`config.mk`:
```
export PLATFORM = sky130hd
export DESIGN_NAME = reg_bus_top
export DESIGN_NICKNAME = d
export VERILOG_FILES = /design/src/hdl/reg_bus_pkg.sv /design/src/hdl/host_pkg.sv /design/src/hdl/host_port.sv /design/src/hdl/bus_arbiter.sv /design/src/hdl/read_path.sv /design/src/hdl/board_regs.sv /design/src/hdl/hub_mem.sv /design/src/hdl/reg_bus_top.sv
export VERILOG_INCLUDE_DIRS = /design/src /design/src/include
export SDC_FILE = /design/constraint.sdc
export NUM_CORES = 1
export LEC_CHECK = 0
export ABC_AREA = 1
export ABC_CLOCK_PERIOD_IN_PS = 7700
export BUFFER_PORTS_ARGS = -buffer_cell sky130_fd_sc_hd__buf_2
export CORE_UTILIZATION = 25
export CTS_CLUSTER_SIZE = 16
export DETAILED_ROUTE_END_ITERATION = 8
export PLACE_DENSITY = 0.47
export SYNTH_ARGS = -nofsm -noshare
export SYNTH_HDL_FRONTEND = slang
export SYNTH_SLANG_ARGS = --single-unit
```
`constraint.sdc`:
```
create_clock -name sysclk -period 7.7 [get_ports sysclk]
set_clock_uncertainty 0.05 [all_clocks]
set_input_delay 0.385 -clock sysclk [delete_from_list [all_inputs] [get_ports sysclk]]
set_output_delay 0.385 -clock sysclk [all_outputs]
set_load 0.05 [all_outputs]
```
`src/include/reg_bus_macros.svh`:
```
// register bus constants: widths, address spaces, board register offsets and fixed values
`ifndef REG_BUS_MACROS_SVH
`define REG_BUS_MACROS_SVH

// ----------------------------------------
// bus widths
// ----------------------------------------
`define REG_ADDR_W      16              // register address, quadlet granular
`define REG_DATA_W      32              // one quadlet

// ----------------------------------------
// address map, space code in addr[15:12]
// ----------------------------------------
`define SPACE_MAIN      4'h0            // board registers
`define SPACE_HUB       4'h2            // hub memory

// board register offsets in addr[3:0]
`define REG_STATUS      4'd0
`define REG_FW_VERSION  4'd4
`define REG_IPADDR      4'd11

// fixed values
`define IPADDR_RESET    32'hFFFF_FFFF   // unassigned address
`define FW_VERSION      32'h0007_0200
`define STATUS_MAGIC    16'h5146        // upper half of status

`endif

```
`src/hdl/reg_bus_pkg.sv`:
```
// register bus types shared by the hosts, the arbiter and the targets
`include "reg_bus_macros.svh"

package reg_bus_pkg;

    // ----------------------------------------
    // bus payload
    // ----------------------------------------
    typedef logic [`REG_ADDR_W-1:0] reg_addr_t;     // quadlet address
    typedef logic [`REG_DATA_W-1:0] reg_data_t;     // quadlet data

    // ----------------------------------------
    // address space, taken from addr[15:12]
    // ----------------------------------------
    typedef enum logic [3:0] {
        ADDR_MAIN = `SPACE_MAIN,                    // board registers, no wait
        ADDR_HUB  = `SPACE_HUB                      // hub memory, one wait cycle
    } addr_space_t;

endpackage

```
`src/hdl/host_pkg.sv`:
```
// host side types: which host owns a bus and the state of a host port

package host_pkg;

    typedef enum logic {
        HOST_FW  = 1'b0,        // FireWire, wins ties
        HOST_ETH = 1'b1         // Ethernet
    } host_id_t;

    typedef enum logic [1:0] {
        ST_IDLE,                // waiting for req
        ST_WAIT_GRANT,          // bus requested, not yet owned
        ST_ACCESS,              // owns the bus, waiting for rvalid or issuing wen
        ST_ACK                  // ack high until host drops req
    } host_state_t;

endpackage

```
`src/hdl/host_port.sv`:
```
// host port that turns a four-phase req/ack transaction into one register bus access
`timescale 1ns/1ps
module host_port
    import reg_bus_pkg::*;
    import host_pkg::*;
(
    input  logic      sysclk,
    input  logic      rst_n,
    // host handshake
    input  logic      req,          // host request, held until ack
    input  logic      we,           // 1 -> write, 0 -> read
    input  reg_addr_t addr,
    input  reg_data_t wdata,
    output logic      ack,
    output reg_data_t rdata,        // valid while ack is high on a read
    // register bus
    output logic      req_read,
    output logic      req_write,
    input  logic      grant_read,
    input  logic      grant_write,
    output reg_addr_t raddr,
    output reg_addr_t waddr,
    output reg_data_t wdata_bus,
    output logic      wen,
    input  reg_data_t reg_rdata,
    input  logic      reg_rvalid
);

    host_state_t state;
    reg_addr_t   addr_q;            // captured at req
    reg_data_t   wdata_q;
    logic        we_q;
    logic        busy;              // bus request outstanding
    logic        rd_done;           // read data accepted this cycle

    // ----------------------------------------
    // bus side outputs
    // ----------------------------------------
    assign busy      = (state == ST_WAIT_GRANT) || (state == ST_ACCESS);
    assign req_read  = busy && !we_q;
    assign req_write = busy && we_q;
    assign raddr     = addr_q;
    assign waddr     = addr_q;
    assign wdata_bus = wdata_q;

    // read data counts only while we own the read bus since the mux may show the other host
    assign rd_done = (state == ST_ACCESS) && !we_q && grant_read && reg_rvalid;

    // single write pulse issued only while the write grant is still ours
    assign wen = (state == ST_ACCESS) && we_q && grant_write;

    assign ack = (state == ST_ACK);

    // ----------------------------------------
    // handshake FSM
    // ----------------------------------------
    always_ff @(posedge sysclk or negedge rst_n)
    begin
        if (!rst_n)
        begin
            state <= ST_IDLE;
        end
        else
        begin
            case (state)
                ST_IDLE:
                    if (req)
                        state <= ST_WAIT_GRANT;                 // ack is low here
                ST_WAIT_GRANT:
                    if (we_q ? grant_write : grant_read)
                        state <= ST_ACCESS;                     // grant lags request a cycle
                ST_ACCESS:
                    if (rd_done || wen)
                        state <= ST_ACK;                        // ack rises next cycle
                ST_ACK:
                    if (!req)
                        state <= ST_IDLE;                       // ack drops a cycle after req
                default:
                    state <= ST_IDLE;
            endcase
        end
    end

    // payload capture
    always_ff @(posedge sysclk)
    begin
        if ((state == ST_IDLE) && req)
        begin
            addr_q  <= addr;
            wdata_q <= wdata;
            we_q    <= we;
        end
        if (rd_done)
            rdata <= reg_rdata;                                 // held through the ack phase
    end

endmodule

```
`src/hdl/bus_arbiter.sv`:
```
// read and write bus arbitration between FireWire and Ethernet, plus the shared bus muxes
`timescale 1ns/1ps
module bus_arbiter
    import reg_bus_pkg::*;
    import host_pkg::*;
(
    input  logic      sysclk,
    input  logic      rst_n,
    input  logic      fw_req_read,
    input  logic      eth_req_read,
    input  logic      fw_req_write,
    input  logic      eth_req_write,
    output logic      fw_grant_read,
    output logic      eth_grant_read,
    output logic      fw_grant_write,
    output logic      eth_grant_write,
    input  reg_addr_t fw_raddr,
    input  reg_addr_t eth_raddr,
    input  reg_addr_t fw_waddr,
    input  reg_addr_t eth_waddr,
    input  reg_data_t fw_wdata,
    input  reg_data_t eth_wdata,
    input  logic      fw_wen,
    input  logic      eth_wen,
    output reg_addr_t reg_raddr,
    output reg_addr_t reg_waddr,
    output reg_data_t reg_wdata,
    output logic      reg_wen
);

    host_id_t rd_owner;     // current read bus owner
    host_id_t wr_owner;     // current write bus owner

    // ----------------------------------------
    // grants with FireWire on request or when idle
    // ----------------------------------------
    always_ff @(posedge sysclk or negedge rst_n)
    begin
        if (!rst_n)
        begin
            fw_grant_read   <= 1'b1;                            // FireWire parks on the bus
            eth_grant_read  <= 1'b0;
            fw_grant_write  <= 1'b1;
            eth_grant_write <= 1'b0;
        end
        else
        begin
            fw_grant_read   <= fw_req_read | ~eth_req_read;
            eth_grant_read  <= eth_req_read & ~fw_req_read;
            fw_grant_write  <= fw_req_write | ~eth_req_write;
            eth_grant_write <= eth_req_write & ~fw_req_write;
        end
    end

    assign rd_owner = eth_grant_read ? HOST_ETH : HOST_FW;
    assign wr_owner = eth_grant_write ? HOST_ETH : HOST_FW;

    // ----------------------------------------
    // shared bus muxes
    // ----------------------------------------
    assign reg_raddr = (rd_owner == HOST_ETH) ? eth_raddr : fw_raddr;

    always_comb
    begin
        case (wr_owner)
            HOST_ETH:
            begin
                reg_waddr = eth_waddr;
                reg_wdata = eth_wdata;
                reg_wen   = eth_wen;
            end
            default:
            begin
                reg_waddr = fw_waddr;
                reg_wdata = fw_wdata;
                reg_wen   = fw_wen;                             // low after reset while port idles
            end
        endcase
    end

endmodule

```
`src/hdl/read_path.sv`:
```
// read data routing by address space, with the wait flag and the derived read valid
`timescale 1ns/1ps
module read_path
    import reg_bus_pkg::*;
(
    input  logic      sysclk,
    input  logic      rst_n,
    input  reg_addr_t reg_raddr,
    input  reg_data_t rdata_regs,       // board registers in the same cycle
    input  reg_data_t rdata_hub,        // hub memory one cycle late
    output reg_data_t reg_rdata,
    output logic      reg_rvalid
);

    addr_space_t space;
    logic        is_main;               // main space and addr[7:4] clear
    logic        rwait;                 // target needs one extra cycle
    reg_addr_t   raddr_prev;

    assign space   = addr_space_t'(reg_raddr[15:12]);
    assign is_main = (space == ADDR_MAIN) && (reg_raddr[7:4] == 4'd0);

    // ----------------------------------------
    // data and wait mux
    // ----------------------------------------
    always_comb
    begin
        if (space == ADDR_HUB)
            {reg_rdata, rwait} = {rdata_hub, 1'b1};
        else if (is_main)
            {reg_rdata, rwait} = {rdata_regs, 1'b0};
        else
            {reg_rdata, rwait} = {{$bits(reg_data_t){1'b0}}, 1'b0};   // unmapped reads zero
    end

    // ----------------------------------------
    // valid once the address has been held a cycle
    // ----------------------------------------
    always_ff @(posedge sysclk or negedge rst_n)
    begin
        if (!rst_n)
            raddr_prev <= '0;
        else
            raddr_prev <= reg_raddr;
    end

    assign reg_rvalid = ~rwait | (reg_raddr == raddr_prev);

endmodule

```
`src/hdl/board_regs.sv`:
```
// board register block holding status, firmware version and the writable IP address
`timescale 1ns/1ps
`include "reg_bus_macros.svh"

module board_regs
    import reg_bus_pkg::*;
(
    input  logic       sysclk,
    input  logic       rst_n,
    input  logic [3:0] board_id,        // rotary switch
    input  reg_addr_t  reg_raddr,
    input  reg_addr_t  reg_waddr,
    input  reg_data_t  reg_wdata,
    input  logic       reg_wen,
    output reg_data_t  rdata            // space check is done in the read path
);

    reg_data_t ip_address;
    logic      ip_wen;

    // ----------------------------------------
    // write decode on the full address
    // ----------------------------------------
    assign ip_wen = reg_wen && (reg_waddr == {`SPACE_MAIN, 8'h00, `REG_IPADDR});

    always_ff @(posedge sysclk or negedge rst_n)
    begin
        if (!rst_n)
            ip_address <= `IPADDR_RESET;
        else if (ip_wen)
            ip_address <= reg_wdata;    // status and version ignore writes
    end

    // ----------------------------------------
    // read decode on offset
    // ----------------------------------------
    always_comb
    begin
        case (reg_raddr[3:0])
            `REG_STATUS:     rdata = {`STATUS_MAGIC, 12'h000, board_id};
            `REG_FW_VERSION: rdata = `FW_VERSION;
            `REG_IPADDR:     rdata = ip_address;
            default:         rdata = '0;
        endcase
    end

endmodule

```
`src/hdl/hub_mem.sv`:
```
// sixteen quadlet hub memory with a registered read port
`timescale 1ns/1ps
module hub_mem
    import reg_bus_pkg::*;
(
    input  logic      sysclk,
    input  reg_addr_t reg_raddr,
    input  reg_addr_t reg_waddr,
    input  reg_data_t reg_wdata,
    input  logic      reg_wen,
    output reg_data_t rdata             // one cycle after reg_raddr
);

    reg_data_t   mem [0:15];            // indexed by addr[3:0]
    addr_space_t wspace;
    logic        hub_wen;

    assign wspace  = addr_space_t'(reg_waddr[15:12]);
    assign hub_wen = reg_wen && (wspace == ADDR_HUB);

    always_ff @(posedge sysclk)
    begin
        if (hub_wen)
            mem[reg_waddr[3:0]] <= reg_wdata;
        rdata <= mem[reg_raddr[3:0]];   // read wait is one cycle
    end

endmodule

```
`src/hdl/reg_bus_top.sv`:
```
// register bus top joining the FireWire and Ethernet host ports to the board targets
`timescale 1ns/1ps
module reg_bus_top
    import reg_bus_pkg::*;
(
    input  logic       sysclk,
    input  logic       rst_n,
    input  logic [3:0] board_id,
    // FireWire host
    input  logic       fw_req,
    input  logic       fw_we,
    input  reg_addr_t  fw_addr,
    input  reg_data_t  fw_wdata,
    output logic       fw_ack,
    output reg_data_t  fw_rdata,
    // Ethernet host
    input  logic       eth_req,
    input  logic       eth_we,
    input  reg_addr_t  eth_addr,
    input  reg_data_t  eth_wdata,
    output logic       eth_ack,
    output reg_data_t  eth_rdata
);

    // ----------------------------------------
    // per host bus signals
    // ----------------------------------------
    logic      fw_req_read, fw_req_write, fw_grant_read, fw_grant_write, fw_wen;
    logic      eth_req_read, eth_req_write, eth_grant_read, eth_grant_write, eth_wen;
    reg_addr_t fw_raddr, fw_waddr, eth_raddr, eth_waddr;
    reg_data_t fw_wdata_bus, eth_wdata_bus;

    // shared bus
    reg_addr_t reg_raddr, reg_waddr;
    reg_data_t reg_wdata, reg_rdata;
    logic      reg_wen, reg_rvalid;
    reg_data_t rdata_regs, rdata_hub;  // target read data

    host_port fw_port_i (
        .sysclk(sysclk), .rst_n(rst_n),
        .req(fw_req), .we(fw_we), .addr(fw_addr), .wdata(fw_wdata),
        .ack(fw_ack), .rdata(fw_rdata),
        .req_read(fw_req_read), .req_write(fw_req_write),
        .grant_read(fw_grant_read), .grant_write(fw_grant_write),
        .raddr(fw_raddr), .waddr(fw_waddr), .wdata_bus(fw_wdata_bus), .wen(fw_wen),
        .reg_rdata(reg_rdata), .reg_rvalid(reg_rvalid)
    );

    host_port eth_port_i (
        .sysclk(sysclk), .rst_n(rst_n),
        .req(eth_req), .we(eth_we), .addr(eth_addr), .wdata(eth_wdata),
        .ack(eth_ack), .rdata(eth_rdata),
        .req_read(eth_req_read), .req_write(eth_req_write),
        .grant_read(eth_grant_read), .grant_write(eth_grant_write),
        .raddr(eth_raddr), .waddr(eth_waddr), .wdata_bus(eth_wdata_bus), .wen(eth_wen),
        .reg_rdata(reg_rdata), .reg_rvalid(reg_rvalid)
    );

    bus_arbiter arb_i (
        .sysclk(sysclk), .rst_n(rst_n),
        .fw_req_read(fw_req_read), .eth_req_read(eth_req_read),
        .fw_req_write(fw_req_write), .eth_req_write(eth_req_write),
        .fw_grant_read(fw_grant_read), .eth_grant_read(eth_grant_read),
        .fw_grant_write(fw_grant_write), .eth_grant_write(eth_grant_write),
        .fw_raddr(fw_raddr), .eth_raddr(eth_raddr),
        .fw_waddr(fw_waddr), .eth_waddr(eth_waddr),
        .fw_wdata(fw_wdata_bus), .eth_wdata(eth_wdata_bus),
        .fw_wen(fw_wen), .eth_wen(eth_wen),
        .reg_raddr(reg_raddr), .reg_waddr(reg_waddr),
        .reg_wdata(reg_wdata), .reg_wen(reg_wen)
    );

    read_path rd_i (
        .sysclk(sysclk), .rst_n(rst_n), .reg_raddr(reg_raddr),
        .rdata_regs(rdata_regs), .rdata_hub(rdata_hub),
        .reg_rdata(reg_rdata), .reg_rvalid(reg_rvalid)
    );

    board_regs regs_i (
        .sysclk(sysclk), .rst_n(rst_n), .board_id(board_id),
        .reg_raddr(reg_raddr), .reg_waddr(reg_waddr),
        .reg_wdata(reg_wdata), .reg_wen(reg_wen), .rdata(rdata_regs)
    );

    hub_mem hub_i (
        .sysclk(sysclk), .reg_raddr(reg_raddr), .reg_waddr(reg_waddr),
        .reg_wdata(reg_wdata), .reg_wen(reg_wen), .rdata(rdata_hub)
    );

endmodule

```
==> results.py <==
metrics = {
    "global_route": {
        "first_pass_grt_wire_length_um": 121000,
        "initial_antenna_violation_count": 4,
        "grt_remaining_overflow": 0,
        "globalRouteTotalUtil": 0.137,
        "vias_in_the_first_global_route": 18700,
        "grt_max_degree": 120,
    },
    "sta": {
        "worst_slack_ps": 3540,
        "hold_viol": 0,
        "fin_crit_sh": 0.540,
        "setup_tns_ps": 0,
        "hold-worst-slack_ps": 78.6,
        "final.min_clock_period_ps": 4160,
        "setup_violators_final": 0,
        "timing.max_slew.rel_slack": 0.143,
        "slew_viol_final": 0,
        "fmaxAchievable_mhz": 241,
        "rsz0062_at_grt": "no",
        "tightestPinTransition_ps": 1280,
    },
    "power": {
        "clock_power_share": 0.337,
        "seqPwrFrac": 0.423,
        "power_switching_mw": 4.25,
        "total_power_mw": 12.7,
        "p_int_mw": 8.43,
        "static-leakage-power_nw": 12.3,
        "vdd_drop_max_v": 0.000178,
        "power.density_nw_per_um2": 353,
        "switching_share": 0.335,
        "comb_power_share": 0.240,
    },
    "floorplanning": {
        "design.core.area_um2": 116000,
        "initial_utilization": 0.253,
        "io-pin-count": 172,
        "die_height_um": 345,
        "floorplan.die.width_um": 345,
        "dieArea_um2": 119000,
        "row_count": 125,
    },
    "synth": {
        "synth_largest_area_cell": "edfxtp_1",
        "synth_seq_cells": 762,
        "synth.area.top_cells": "edfxtp_1 69%, o21ai_0 4.4%, nand2_1 3.9%, nor2_1 3.8%, dfstp_2 3.0%",
        "post_synth_num_cell_types": 44,
        "synth-edff-count": 674,
        "count_of_synthesis_stage_warnings_from_yosys": 0,
        "yosysSeqAreaShare": 0.759,
        "synth_top_cell_area_share": 0.688,
        "netlist_area_um2": 29400,
        "synth_flop_cell": "edfxtp_1",
        "synthArstFlopShare": 0.0735,
        "postSynthCellCount": 2201,
        "synth.net_count": 2317,
        "syn_area_per_cell_um2": 13.4,
    },
    "routing": {
        "detail-route-antenna-nets": 0,
        "dr_total_vias": 18400,
        "detail_route.wl_per_cell_um": 20.2,
        "initial_drc_count": 1613,
        "remaining_drc_errors": 0,
        "route.detailed.vias_per_inst": 4.53,
        "routed_wirelength_um": 81900,
        "dr.pass1.iters": 6,
    },
    "placed_design": {
        "post_dp_cell_area_um2": 31900,
        "post_placement_worst_setup_slack_ps": 3470,
        "finalWeightedCongestion": 0.799,
        "dp_hpwl_um": 49800,
        "io_buffer_count": 171,
        "placedCellCount": 3793,
    },
    "cts": {
        "cts.sink_count": 762,
        "clock_tree.htree_level_count": 3,
        "post_cts_hold_buffer_count": 99,
        "cts_resizes": 0,
        "tritoncts": "yes",
        "clkLatencyLatePin_ps": 640,
        "cts.repair_timing.setup_buffer_count": 0,
        "cts-root-to-sink-buffers": 3,
        "cts_inserted_buffers": 88,
        "root_buffer": "clkbuf_16",
        "clkTransAtPathRegs_ps": 60,
    },
    "outcome": {
        "outcome": "complete, no violations",
    },
    "worst_setup_path": {
        "path_buf_inv": 4,
        "cp_required_ps": 8150,
        "critical-path-top-delay-family": "buffers and inverters",
        "crit_slowest_cell": "nor2_2",
        "cp_cell_sequence": "inv_2 > nand2_1 > nand2_2 > buf_4 > inv_2 > nor2_2 > buf_4 > nand2_1 > a21oi_1 > a21o_1",
        "crit_end_element": "flop",
        "timing.critical_path.from_type": "flop",
        "crit_fanout": 45,
        "critPathMaxStageDelay_ps": 910,
        "critical_path_class": "flop to flop",
        "timing.critical_path.arrival_ps": 4610,
    },
    "worst_hold_path": {
        "hold_path_class": "input port to flop",
    },
    "final_layout": {
        "fin_util": 0.308,
        "layout.cell_area.non_filler_um2": 35900,
        "post_route_cells_drive_above_1_share": 0.188,
        "instances_no_fill": 4055,
        "insertedDiodeCount": 0,
        "layout.filler_cells": 11700,
        "total_nets_final": 2574,
        "area_delta_synth_final_pct": 22.1,
    },
    "job": {
        "maxCapViolCount": 0,
    },
}
==> path summary, 6_finish.rpt <==
check	slack, ps	from	cells after the start	endpoint
max	3540	arb_i.eth_grant_read	10	eth_port_i.rdata[16]
min	80	eth_req	4	eth_port_i.state[0]
max reg2reg	3540	arb_i.eth_grant_read	10	eth_port_i.rdata[16]
min reg2reg	420	regs_i.ip_address[12]	2	regs_i.ip_address[12]
max in group asynchronous	6540	rst_n	3	arb_i.eth_grant_write
min in group asynchronous	480	rst_n	3	fw_port_i.state[0]
==> placed cells by master, fill, tap and decap left out, types with 55 or more instances in the layout <==
cell and count:
edfxtp_1 674, nand2_1 304, nor2_1 282, o21ai_0 256
buf_2 171, dlygate4sd3_1 99, clkbuf_16 90, nand3_1 77
inv_1 77, o22ai_1 73, o221ai_1 55
==> synth_stat cells (6+ instances only) <==
master	n
a21o_1	6
or2_2	6
o211ai_1	9
nor2_1	299
inv_1	80
o22ai_1	73
dfxtp_1	32
buf_6	9
a21oi_1	6
nand2_1	308
dfstp_2	34
inv_2	7
o21ai_1	6
o221ai_1	55
nand3_1	77
buf_1	8
o21ai_0	256
dfrtp_1	22
clkbuf_1	89
buf_2	20
edfxtp_1	674
nand2_2	29
a32o_1	25
o21ai_2	33
ha_1	10
==> worst reg2reg max path: cells and delay by family, from the launching register on <==
| kind | cells | cell delay (ps) |
|---|---|---|
| buffers and inverters | 4 | 1750 |
| AND/OR/NAND/NOR | 4 | 1270 |
| flip-flops | 1 | 630 |
| AO/OA/AOI/OAI | 2 | 310 |
==> metal layers <==
metal	routed length [um]	vias up	track usage
li1	-	8533	-
met1	36500	9224	0.185
met2	39100	492	0.223
met3	3960	134	0.0220
met4	2350	0	0.0442
met5	0	-	0
==> kinds of logic (layout without fill, tap and decap cells) <==
family,after synthesis,count (layout),synth area share
AND/OR/NAND/NOR,739,739,0.104
multiplexers,3,3,0.00106
AO/OA/AOI/OAI,473,473,0.101
adder cells (fa/ha/maj),10,10,0.00426
flip-flops,762,762,0.759
buffers and inverters,214,544,0.0306
==> area by class of cell <==
type,count,area (um^2),share of cell area
multi-input combinational,1225,6340,0.177
tap,1524,1910,0.0531
inverter,87,327,0.00910
clock inverter,58,624,0.0174
sequential,762,22300,0.622
timing repair buffer,294,2030,0.0565
clock buffer,105,2340,0.0652
==> power by group through the flow <==
stage,clock (mW),combinational (mW),sequential [mW]
final,4.27,3.05,5.36
after global routing,4.52,3.36,5.38
after CTS,4.38,3.09,5.37
after detailed placement,0,3.04,5.45
after global placement,0,2.98,5.45
after floorplan,0,1.72,5.49
==> state kept, by name, indices dropped and copies added, names as in the netlist, 32 cells and up <==
register	count
hub_i.mem	512
eth_port_i.rdata	32
eth_port_i.wdata_bus	32
fw_port_i.rdata	32
fw_port_i.wdata_bus	32
hub_i.rdata	32
regs_i.ip_address	32
Note: power is estimated with default switching activity, not from simulation.
